<file path="src/core_types_pkg.sv">
`default_nettype none

package core_types_pkg;

    // ------------------------------------------------------------------
    // sizes

    localparam int PR_COUNT = 64;
    localparam int LOG_PR_COUNT = 6;

    // bank is the low bits of a register index
    localparam int PRF_BANK_COUNT = 4;
    localparam int LOG_PRF_BANK_COUNT = 2;

    localparam int ROB_ENTRIES = 32;
    localparam int LOG_ROB_ENTRIES = 5;

    // ------------------------------------------------------------------
    // immediate opcodes, funct3 in the low bits

    typedef enum logic [3:0] {
        ADDI  = 4'b0000,
        SLLI  = 4'b0001,
        SLTI  = 4'b0010,
        SLTIU = 4'b0011,
        XORI  = 4'b0100,
        SRLI  = 4'b0101,
        SRAI  = 4'b1101,
        ORI   = 4'b0110,
        ANDI  = 4'b0111
    } alu_op_t;

    // ------------------------------------------------------------------
    // payloads

    // issue queue to operand collect
    typedef struct packed {
        alu_op_t                    op;
        logic [11:0]                imm12;
        logic [LOG_PR_COUNT-1:0]    A_PR;
        logic                       A_forward;
        logic [LOG_PR_COUNT-1:0]    dest_PR;
        logic [LOG_ROB_ENTRIES-1:0] ROB_index;
    } issue_t;

    // operand collect to execute
    typedef struct packed {
        alu_op_t                    op;
        logic [31:0]                A;
        logic [11:0]                imm12;
        logic [LOG_PR_COUNT-1:0]    dest_PR;
        logic [LOG_ROB_ENTRIES-1:0] ROB_index;
    } ex_t;

    typedef struct packed {
        logic [31:0]                data;
        logic [LOG_PR_COUNT-1:0]    PR;
        logic [LOG_ROB_ENTRIES-1:0] ROB_index;
    } wb_t;

    typedef struct packed {
        logic                    valid;
        logic [LOG_PR_COUNT-1:0] PR;
        logic [31:0]             data;
    } prf_write_t;

    typedef struct packed {
        logic                    valid;
        logic [LOG_PR_COUNT-1:0] PR;
    } prf_read_req_t;

endpackage

`default_nettype wire

</file>
<file path="src/operand_collect_stage.sv">
`timescale 1ns/1ps
`default_nettype none

module operand_collect_stage import core_types_pkg::*; (
    input  logic                                    CLK,
    input  logic                                    nRST,

    // issue queue side
    input  logic                                    issue_valid,
    input  issue_t                                  issue,
    output logic                                    issue_ready,

    // register file read
    output prf_read_req_t                           A_read_req,
    input  logic                                    A_reg_read_ack,
    input  logic                                    A_reg_read_port,
    input  logic [PRF_BANK_COUNT-1:0][1:0][31:0]    reg_read_data_by_bank_by_port,
    input  logic [PRF_BANK_COUNT-1:0][31:0]         forward_data_by_bank,

    // execute side
    input  logic                                    ex_stall,
    output logic                                    ex_valid,
    output ex_t                                     ex_payload
);

    // ------------------------------------------------------------------
    // held op

    logic       valid_oc;
    logic       saved_oc;
    logic       forward_oc;
    issue_t     held_op;
    logic [31:0] saved_a;

    logic [LOG_PRF_BANK_COUNT-1:0] a_bank;
    logic [31:0] a_value;
    logic        a_present;
    logic        launch;

    assign a_bank = held_op.A_PR[LOG_PRF_BANK_COUNT-1:0];

    // ------------------------------------------------------------------
    // operand select and launch

    // only ask for a port when nothing else will supply A
    assign A_read_req.valid = valid_oc & ~saved_oc & ~forward_oc;
    assign A_read_req.PR = held_op.A_PR;

    assign a_present = saved_oc | forward_oc | A_reg_read_ack;
    assign launch = valid_oc & a_present & ~ex_stall;

    assign issue_ready = ~valid_oc | launch;

    always_comb begin
        // saved copy first, then forward, then the read port
        if (saved_oc) begin
            a_value = saved_a;
        end else if (forward_oc) begin
            a_value = forward_data_by_bank[a_bank];
        end else begin
            a_value = reg_read_data_by_bank_by_port[a_bank][A_reg_read_port];
        end
    end

    assign ex_valid = launch;
    assign ex_payload.op = held_op.op;
    assign ex_payload.A = a_value;
    assign ex_payload.imm12 = held_op.imm12;
    assign ex_payload.dest_PR = held_op.dest_PR;
    assign ex_payload.ROB_index = held_op.ROB_index;

    // ------------------------------------------------------------------
    // state

    always_ff @(posedge CLK or negedge nRST) begin
        if (!nRST) begin
            valid_oc <= 1'b0;
            saved_oc <= 1'b0;
            forward_oc <= 1'b0;
        end else if (issue_ready) begin
            valid_oc <= issue_valid;
            saved_oc <= 1'b0;
            forward_oc <= issue_valid & issue.A_forward;
        end else begin
            // waiting or stalled, remember whatever arrived
            saved_oc <= saved_oc | forward_oc | A_reg_read_ack;
            forward_oc <= 1'b0;
        end
    end

    always_ff @(posedge CLK) begin
        if (issue_ready) begin
            held_op <= issue;
        end
    end

    // capture A while the op sits in OC
    always_ff @(posedge CLK) begin
        if (!issue_ready) begin
            saved_a <= a_value;
        end
    end

    // ------------------------------------------------------------------
    // checks

    // register file must not grant a port nobody asked for
    ack_needs_req: assert property (
        @(posedge CLK) disable iff (!nRST)
        A_reg_read_ack |-> A_read_req.valid
    );

endmodule

`default_nettype wire

</file>
<file path="config.mk">
export PLATFORM = sky130hd
export DESIGN_NAME = operand_collect_stage
export DESIGN_NICKNAME = d
export VERILOG_FILES = /design/src/core_types_pkg.sv /design/src/operand_collect_stage.sv
export SDC_FILE = /design/constraint.sdc
export NUM_CORES = 1
export LEC_CHECK = 0
export BUFFER_PORTS_ARGS = -buffer_cell sky130_fd_sc_hd__clkbuf_2
export CAP_MARGIN = 20
export CELL_PAD_IN_SITES_DETAIL_PLACEMENT = 1
export CELL_PAD_IN_SITES_GLOBAL_PLACEMENT = 2
export CORE_AREA = 2 2 190 192
export DETAILED_ROUTE_END_ITERATION = 12
export DIE_AREA = 0 0 192 194
export MAX_ROUTING_LAYER = met4
export PLACE_DENSITY = 0.62
export SETUP_SLACK_MARGIN = 0.05
export SYNTH_ARGS = -nofsm -noshare
export SYNTH_HDL_FRONTEND = slang
export SYNTH_SLANG_ARGS = --single-unit
</file>
<file path="constraint.sdc">
create_clock -name CLK -period 12.5 [get_ports CLK]
set_clock_uncertainty 0.15 [all_clocks]
set_input_delay 2.5 -clock CLK [delete_from_list [all_inputs] [get_ports CLK]]
set_output_delay 2.5 -clock CLK [all_outputs]
set_load 0.005 [all_outputs]
</file>
==> flow_metrics.env, run 1 <==
export IMPL_worstPathArrival_ns=4.41
export IMPL_p_sw_uw=278
export IMPL_cp_top_family="buffers and inverters"
export IMPL_seq_power_share=0.343
export IMPL_cp_common_cell="clkbuf_2"
export IMPL_place_area_sq_um=8310
export IMPL_antenna_found_initial=0
export IMPL_post_dp_hpwl_mm=23.1
export IMPL_slew_headroom=0.247
export IMPL_hp_start="valid_oc"
export IMPL_grt_pass1_vias=6667
export IMPL_syn_instance_count=418
export IMPL_status="completed"
export IMPL_p_leak_uw=0.00391
export IMPL_cap_violations=0
export IMPL_numCtsBuffers=9
export IMPL_critPathMaxStageDelay_ns=0.57
export IMPL_irDropWorstVdd_v=0.0000566
export IMPL_path_class="in2out"
export IMPL_cp_end_kind="output pin"
export IMPL_grt_pass1_wl_mm=41.9
export IMPL_r2r_slack_ns=9.10
export IMPL_max_freq_ghz=0.142
export IMPL_p_sw_frac=0.317
export IMPL_rsz0062_at_grt="no"
export IMPL_syn_area_per_cell_sq_um=12.9
export IMPL_wire_per_inst_um=21.9
export IMPL_syn_cell_area_sq_um=5390
export IMPL_stdcell_area_sq_um=8610
export IMPL_cts_tree="done"
export IMPL_core_area_sq_um=35200
export IMPL_reg2regPathDepth=4
export IMPL_drive_above_1_share=0.742
export IMPL_setup_viol=0
export IMPL_clockPowerShare=0.316
export IMPL_finalMaxSlewViolations=0
export IMPL_grt_max_degree=74
export IMPL_num_io_pins=492
export IMPL_path_max_fanout=18
export IMPL_cell_internal_pwr_uw=599
export IMPL_antennaDiodeCount=0
export IMPL_post_cts_resized=0
export IMPL_fin_crit_sh=0.565
export IMPL_htree_levels=3
export IMPL_critical_path_cell_count=6
export IMPL_required_ns=9.85
export IMPL_syn_nets=842
export IMPL_cts_root_buf="clkbuf_16"
export IMPL_rows=69
export IMPL_antenna_left=0
export IMPL_yosys_most_used_dff="edfxtp_1"
export IMPL_vias=5991
export IMPL_die_x_um=192
export IMPL_setup_ws_ns=5.44
export IMPL_slowest_stage="nor2b_4"
export IMPL_synth_top_area_share=0.362
export IMPL_first_iter_violations=315
export IMPL_path_clk_slew_ns=0.06
export IMPL_place_ws_ns=5.37
export IMPL_cts_hold_buffers=0
export IMPL_io_buffers=491
export IMPL_reg2reg_to="saved_a[21]"
export IMPL_cts_buffer_depth=2
export IMPL_clkLatencyLatePin_ns=0.35
export IMPL_utilization=0.244
export IMPL_die_h_um=194
export IMPL_rr_startpoint="A_read_req[1]"
export IMPL_nets=1309
export IMPL_pwr_share_comb=0.342
export IMPL_worst_pin_slew_ns=1.13
export IMPL_drt_total_wl_mm=29.6
export IMPL_tns_ns=0
export IMPL_synth_edf_count=65
export IMPL_yosysWarnings=0
export IMPL_period_minus_slack_ns=7.06
export IMPL_hold_path_depth=2
export IMPL_cp_num_buf_inv=3
export IMPL_grt_ovfl_total=0
export IMPL_drc=0
export IMPL_dieArea_sq_um=37200
export IMPL_seq_area_frac_synth=0.376
export IMPL_ys_seq_elements=68
export IMPL_start_util=0.153
export IMPL_cts_setup_buffers=0
export IMPL_ys_types=22
export IMPL_place_congestion=0.826
export IMPL_routed_via_density=4.43
export IMPL_path_cells="clkbuf_2 -> nor2b_4 -> buf_4 -> a222oi_1 -> a31oi_1 -> clkbuf_2"
export IMPL_area_delta_synth_final_pct=59.6
export IMPL_firstDrtPassIters=6
export IMPL_hold_class="reg2reg"
export IMPL_synth_async_reset_ratio=0.0441
export IMPL_hold_end="saved_oc"
export IMPL_power_density_nw_per_um2=102
export IMPL_synthTopCellsByArea="edfxtp_1 36%, mux2_2 20%, mux4_2 13%"
export IMPL_yosysTopAreaCell="edfxtp_1"
export IMPL_whs_ns=0.461
export IMPL_finalHoldViolCount=0
export IMPL_clkSinkCount=68
export IMPL_cp_start_kind="input pin"
export IMPL_grt_usage=0.161
-- worst max-delay path by stage --
stage	start	end	slack, ns
after global placement	A_reg_read_port	ex_payload[44]	5.50
after CTS	A_reg_read_port	ex_payload[44]	5.37
after global routing	A_reg_read_port	ex_payload[44]	5.31
after floorplan	A_reg_read_ack	issue_ready	4.72
after detailed placement	A_reg_read_port	ex_payload[44]	5.37
final	A_reg_read_port	ex_payload[44]	5.44
-- worst reg2reg max path, delay by kind of cell (launching register included) --
family                 cells  cell delay [ns]
AOI/OAI and AO/OA          2             0.58
buffers and inverters      1             0.53
DFF                        1             1.01
and+or+nand+nor            1             0.91
-- final cells by class --
| class | count | area [sq um] |
|---|---|---|
| fillers | 4146 | 26600 |
| multi-input cells | 302 | 3160 |
| repair buffers | 501 | 2530 |
| flip-flops and latches | 68 | 2030 |
| well taps | 461 | 577 |
| clock buffers | 9 | 225 |
| clock inverters | 7 | 75.1 |
| inverters | 3 | 11.3 |
-- cells in the mapped netlist (4+ instances only) --
cell type  count
edfxtp_1      65
o22ai_1       32
buf_2         11
buf_6          6
a31oi_1       32
mux4_2        32
clkbuf_1      25
a222oi_1      32
nand2_1       32
mux2_1        24
nor2_1         4
mux2_4        10
mux2_2        94
-- sequential cells by signal, summed over array words and instances (netlist names) --
name / cells
ex_payload: 27
forward_oc: 1
A_read_req: 6
valid_oc: 1
saved_a: 32
saved_oc: 1
-- placed cells by master, fill, tap and decap left out, drive strengths merged --
| cell type | n |
|---|---|
| a222oi | 32 |
| a31oi | 32 |
| and2 | 2 |
| and3 | 1 |
| buf | 10 |
| bufinv | 1 |
| clkbuf | 500 |
| clkinv | 4 |
| clkinvlp | 2 |
| dfrtp | 3 |
| edfxtp | 65 |
| inv | 3 |
| mux2 | 128 |
| mux4 | 32 |
| nand2 | 32 |
| nand2b | 3 |
| nor2 | 4 |
| nor2b | 2 |
| nor3 | 1 |
| o21ai | 1 |
| o22ai | 32 |
-- metrics by stage --
step / total power [uW] / std cells
floorplan: 457 / 418
global placement: 607 / 1335
detailed placement: 611 / 1335
CTS: 898 / 1351
global route: 930 / 1351
finish: 877 / 1351
-- cells by family after synthesis --
| family | Yosys count | synth area share |
|---|---|---|
| buffers and inverters | 48 | 0.0464 |
| and+or+nand+nor | 45 | 0.0353 |
| muxes | 160 | 0.408 |
| AOI/OAI and AO/OA | 97 | 0.135 |
| DFF | 68 | 0.376 |
-- per-layer routing --
| layer | global-route usage | up-vias | routed length [um] | share of wire |
|---|---|---|---|---|
| li1 | - | 2709 | - | - |
| met1 | 0.184 | 2952 | 11600 | 0.39 |
| met2 | 0.284 | 312 | 15300 | 0.52 |
| met3 | 0.0335 | 18 | 2380 | 0.080 |
| met4 | 0.0401 | 0 | 376 | 0.013 |
| met5 | - | - | 0 | 0 |
-- power groups by stage --
| stage | clock network, uW | registers, uW | logic [uW] |
|---|---|---|---|
| after detailed placement | 0 | 305 | 305 |
| after floorplan | 0 | 302 | 155 |
| after CTS | 291 | 301 | 307 |
| after global routing | 299 | 304 | 327 |
| final | 277 | 301 | 300 |
| after global placement | 0 | 305 | 302 |
(Power assumes the default switching activity.)
==> run 2: changes to the inputs <==
Settings changed: CORE_AREA 2 2 190 192 to 2 2 189 191, DIE_AREA 0 0 192 194 to 0 0 191 193.
Clock period 12.5 ns to 6.8 ns, I/O delays scaled along.
==> run 2 against run 1 <==
  * First-iteration DRC count grew 17%
  * Critical endpoint is now ex_payload[33]
  * Via count shrank 0.15%
  * Non-clock buffer count shrank 3
  * Final area grew 0.99%
  * Sequential cell count is the same
==> flow_metrics.env, run 2 (synthesis results as in run 1) <==
export IMPL_cts_setup_buffers=0
export IMPL_worst_pin_slew_ns=1.09
export IMPL_tns_ns=0
export IMPL_largest_register_ff_count=32
export IMPL_place_ws_ns=2.02
export IMPL_rr_startpoint="A_read_req[1]"
export IMPL_firstDrtPassIters=6
export IMPL_drive_above_1_share=0.742
export IMPL_nets=1306
export IMPL_path_clk_slew_ns=0.06
export IMPL_grt_max_degree=107
export IMPL_rows=69
export IMPL_p_leak_uw=0.00394
export IMPL_clkLatencyLatePin_ns=0.36
export IMPL_final_common_cell="clkbuf_2"
export IMPL_antenna_found_initial=2
export IMPL_path_max_fanout=32
export IMPL_core_area_sq_um=35000
export IMPL_post_cts_resized=0
export IMPL_finalMaxSlewViolations=0
export IMPL_worstPathArrival_ns=3.19
export IMPL_post_dp_hpwl_mm=22.4
export IMPL_cp_start_kind="input pin"
export IMPL_grt_ovfl_total=0
export IMPL_cts_hold_buffers=0
export IMPL_path_class="in2out"
export IMPL_start_util=0.154
export IMPL_grt_usage=0.158
export IMPL_antenna_left=0
export IMPL_hold_class="reg2reg"
export IMPL_routed_via_density=4.43
export IMPL_drc=0
export IMPL_setup_ws_ns=2.10
export IMPL_rsz0062_at_grt="no"
export IMPL_dieArea_sq_um=36900
export IMPL_first_iter_violations=367
export IMPL_place_congestion=0.781
export IMPL_required_ns=5.29
export IMPL_fin_crit_sh=0.691
export IMPL_cts_buffer_depth=2
export IMPL_setup_viol=0
export IMPL_power_density_nw_per_um2=190
export IMPL_die_x_um=191
export IMPL_slew_headroom=0.272
export IMPL_crit_start="A_reg_read_port"
export IMPL_period_minus_slack_ns=4.70
export IMPL_num_io_pins=492
export IMPL_r2r_slack_ns=3.82
export IMPL_irDropWorstVdd_v=0.000104
export IMPL_max_freq_ghz=0.213
export IMPL_cts_root_buf="clkbuf_16"
export IMPL_grt_pass1_vias=6619
export IMPL_wire_per_inst_um=21.7
export IMPL_clkSinkCount=68
export IMPL_drt_total_wl_mm=29.2
export IMPL_hp_start="valid_oc"
export IMPL_htree_levels=3
export IMPL_grt_pass1_wl_mm=40.9
export IMPL_numCtsBuffers=9
export IMPL_cts_tree="done"
export IMPL_n_fill_cell=4123
export IMPL_vias=5982
export IMPL_status="completed"
export IMPL_cp_end_kind="output pin"
export IMPL_finalHoldViolCount=0
export IMPL_cap_violations=0
export IMPL_area_delta_synth_final_pct=61.2
export IMPL_largest_register="saved_a"
export IMPL_die_h_um=193
export IMPL_most_common_layout_cells="491 x clkbuf_2, 94 x mux2_2, 65 x edfxtp_1"
export IMPL_io_buffers=491
-- run 2: stage by stage --
step / hold slack, ns / area (sq um) / std cells / utilization / power [uW]
2_1_floorplan: 0.352 / 5390 / 418 / - / 840
3_3_place_gp: 0.459 / 8290 / 1329 / 0.237 / 1110
3_5_place_dp: 0.479 / 8290 / 1329 / 0.237 / 1120
4_1_cts: 0.485 / 8610 / 1345 / 0.246 / 1680
5_1_grt: 0.529 / 8690 / 1350 / 0.249 / 1740
6_report: 0.481 / 8690 / 1350 / 0.249 / 1660
-- run 2: layout make-up --
| class | instances | area (sq um) | share of cell area |
|---|---|---|---|
| diodes | 2 | 5.00 | 0.000576 |
| clock buffers | 10 | 229 | 0.0263 |
| clock inverters | 6 | 88.8 | 0.0102 |
| inverters | 3 | 11.3 | 0.00130 |
| multi-input cells | 302 | 3160 | 0.364 |
| flip-flops and latches | 68 | 2030 | 0.233 |
| well taps | 461 | 577 | 0.0663 |
| repair buffers | 498 | 2590 | 0.299 |
-- run 2: critical path, stage by stage --
cell	delay, ns
clkbuf_2	0.14
nor2_4	0.80
a222oi_1	0.27
a31oi_1	0.37
clkbuf_2	0.19
-- run 2: worst paths after layout --
check | endpoint | cells past startpoint
setup / recovery | ex_payload[33] | 5
hold / removal | saved_oc | 2
setup reg to reg | saved_a[10] | 3
hold reg to reg | saved_oc | 2
max in group asynchronous | saved_oc | 1
min in group asynchronous | forward_oc | 1
-- run 2: power by group --
| part | switching, uW | total (uW) | leakage, uW | internal [uW] |
|---|---|---|---|---|
| Combinational | 271 | 563 | 0.00312 | 292 |
| Clock | 219 | 542 | 0.000149 | 323 |
| Sequential | 21.4 | 552 | 0.000672 | 530 |
| Total | 511 | 1660 | 0.00394 | 1140 |
-- run 2: routing by layer --
metal | share of wire | global-route usage
met5 | 0 | -
met2 | 0.52 | 0.278
met3 | 0.073 | 0.0375
met1 | 0.39 | 0.175
met4 | 0.021 | 0.0537
==> run 3: changes to the inputs <==
Settings changed: CORE_AREA 2 2 189 191 to 2 2 193 195, DIE_AREA 0 0 191 193 to 0 0 195 197, PLACE_DENSITY 0.62 to 0.63.
Clock period 6.8 ns to 3.9 ns, I/O delays scaled along.
==> run 3 against run 2 <==
  * Critical path depth is 1 higher
  * Clock-buffer cell count is 1 lower
  * Power is 72% higher
  * Final area grew 0.62%
  * Clock power increased by 65%
  * Wire length up 5.8%
  * Critical path type is now reg2out
  * Critical endpoint is now ex_payload[37]
==> flow_metrics.env, run 3 (synthesis results as in run 1) <==
export IMPL_status="completed"
export IMPL_irDropWorstVdd_v=0.000176
export IMPL_place_congestion=0.798
export IMPL_cts_hold_buffers=0
export IMPL_rows=70
export IMPL_tns_ns=0
export IMPL_cts_setup_buffers=0
export IMPL_nets=1315
export IMPL_antenna_left=0
export IMPL_required_ns=2.97
export IMPL_path_max_fanout=59
export IMPL_cell_internal_pwr_uw=1940
export IMPL_vias=5957
export IMPL_p_sw_frac=0.320
export IMPL_htree_levels=3
export IMPL_place_ws_ns=0.808
export IMPL_core_area_sq_um=36300
export IMPL_seq_power_share=0.335
export IMPL_die_h_um=197
export IMPL_start_util=0.149
export IMPL_worstPathArrival_ns=2.54
export IMPL_cts_buffer_depth=2
export IMPL_grt_usage=0.162
export IMPL_cap_violations=0
export IMPL_drt_total_wl_mm=30.9
export IMPL_grt_pass1_wl_mm=43.3
export IMPL_drive_above_1_share=0.744
export IMPL_clkSinkCount=68
export IMPL_clkLatencyLatePin_ns=0.35
export IMPL_dp_cells=1348
export IMPL_max_freq_ghz=0.288
export IMPL_cts_root_buf="clkbuf_16"
export IMPL_worst_pin_slew_ns=0.917
export IMPL_final_common_cell="clkbuf_2"
export IMPL_setup_ws_ns=0.430
export IMPL_path_clk_slew_ns=0.07
export IMPL_period_minus_slack_ns=3.47
export IMPL_grt_ovfl_total=0
export IMPL_cts_tree="done"
export IMPL_post_dp_hpwl_mm=24.3
export IMPL_most_common_layout_cells="491 x clkbuf_2, 94 x mux2_2, 65 x edfxtp_1"
export IMPL_io_buffers=491
export IMPL_n_fill_cell=4266
export IMPL_finalMaxSlewViolations=0
export IMPL_numCtsBuffers=9
export IMPL_die_x_um=195
export IMPL_slew_headroom=0.388
export IMPL_grt_max_degree=67
export IMPL_firstDrtPassIters=5
export IMPL_layoutNonFillerInstCount=1368
export IMPL_largest_register="saved_a"
export IMPL_antenna_found_initial=3
export IMPL_slowest_stage="edfxtp_1"
export IMPL_pwr_share_comb=0.351
export IMPL_clockPowerShare=0.314
export IMPL_setup_viol=0
export IMPL_path_class="reg2out"
export IMPL_post_cts_resized=0
export IMPL_path_cells="buf_12 -> buf_4 -> mux2_2 -> a222oi_1 -> a31oi_1 -> clkbuf_2"
export IMPL_first_iter_violations=222
export IMPL_power_density_nw_per_um2=325
export IMPL_grt_pass1_vias=6633
export IMPL_drc=0
export IMPL_largest_register_ff_count=32
export IMPL_dieArea_sq_um=38400
export IMPL_finalHoldViolCount=0
export IMPL_p_sw_uw=910
export IMPL_p_leak_uw=0.00397
export IMPL_area_delta_synth_final_pct=62.2
export IMPL_num_io_pins=492
export IMPL_routed_via_density=4.35
export IMPL_rsz0062_at_grt="no"
export IMPL_hold_class="in2async"
export IMPL_cp_start_kind="flop"
export IMPL_wire_per_inst_um=22.6
export IMPL_cp_end_kind="output pin"
export IMPL_critPathMaxStageDelay_ns=0.44
export IMPL_fin_crit_sh=0.890
[run 3: through the flow]
step / hold slack (ns) / power, uW / util / cell area (sq um)
floorplan: 0.334 / 1460 / - / 5400
global placement: 0.430 / 1980 / 0.233 / 8440
detailed placement: 0.432 / 1990 / 0.233 / 8440
CTS: 0.0333 / 2920 / 0.241 / 8740
global route: 0.0366 / 3020 / 0.241 / 8740
finish: 0.0591 / 2850 / 0.241 / 8750
[run 3: cell type report]
type,count,area [sq um],share of cell area
diodes,4,10.0,0.00114
inverters,3,11.3,0.00129
repair buffers,507,2650,0.303
flip-flops and latches,68,2030,0.232
multi-input cells,302,3160,0.361
clock buffers,9,225,0.0257
well taps,468,586,0.0669
clock inverters,7,75.1,0.00858
[run 3: worst paths after layout]
check / start / end / slack [ns] / depth (start not counted)
setup reg to reg: A_read_req[0] / saved_a[14] / 1.44 / 5
hold / removal: nRST / saved_oc / 0.06 / 1
max in group asynchronous: nRST / valid_oc / 3.43 / 1
setup / recovery: A_read_req[0] / ex_payload[37] / 0.43 / 6
min in group CLK: issue[9] / ex_payload[9] / 0.44 / 1
hold reg to reg: valid_oc / saved_oc / 0.46 / 2
[run 3: worst max-delay path, delay by kind of cell, from the launching register on]
kind	cells	cell delay, ns
buffers and inverters	3	0.76
AO/OA/AOI/OAI	2	0.53
flip-flops	1	0.44
multiplexers	1	0.35
[run 3: routing by layer]
| layer | vias to the layer above | share of wire | GRT usage |
|---|---|---|---|
| li1 | 2727 | - | - |
| met2 | 322 | 0.54 | 0.299 |
| met4 | 0 | 0.025 | 0.0540 |
| met1 | 2877 | 0.36 | 0.167 |
| met5 | - | 0 | - |
| met3 | 31 | 0.075 | 0.0412 |
[run 3: power by group through the flow]
stage / sequential, uW / clock [uW] / combinational (uW)
after floorplan: 964 / 0 / 498
after global placement: 966 / 0 / 1010
after detailed placement: 970 / 0 / 1020
after CTS: 955 / 946 / 1020
after global routing: 962 / 972 / 1090
final: 954 / 895 / 998
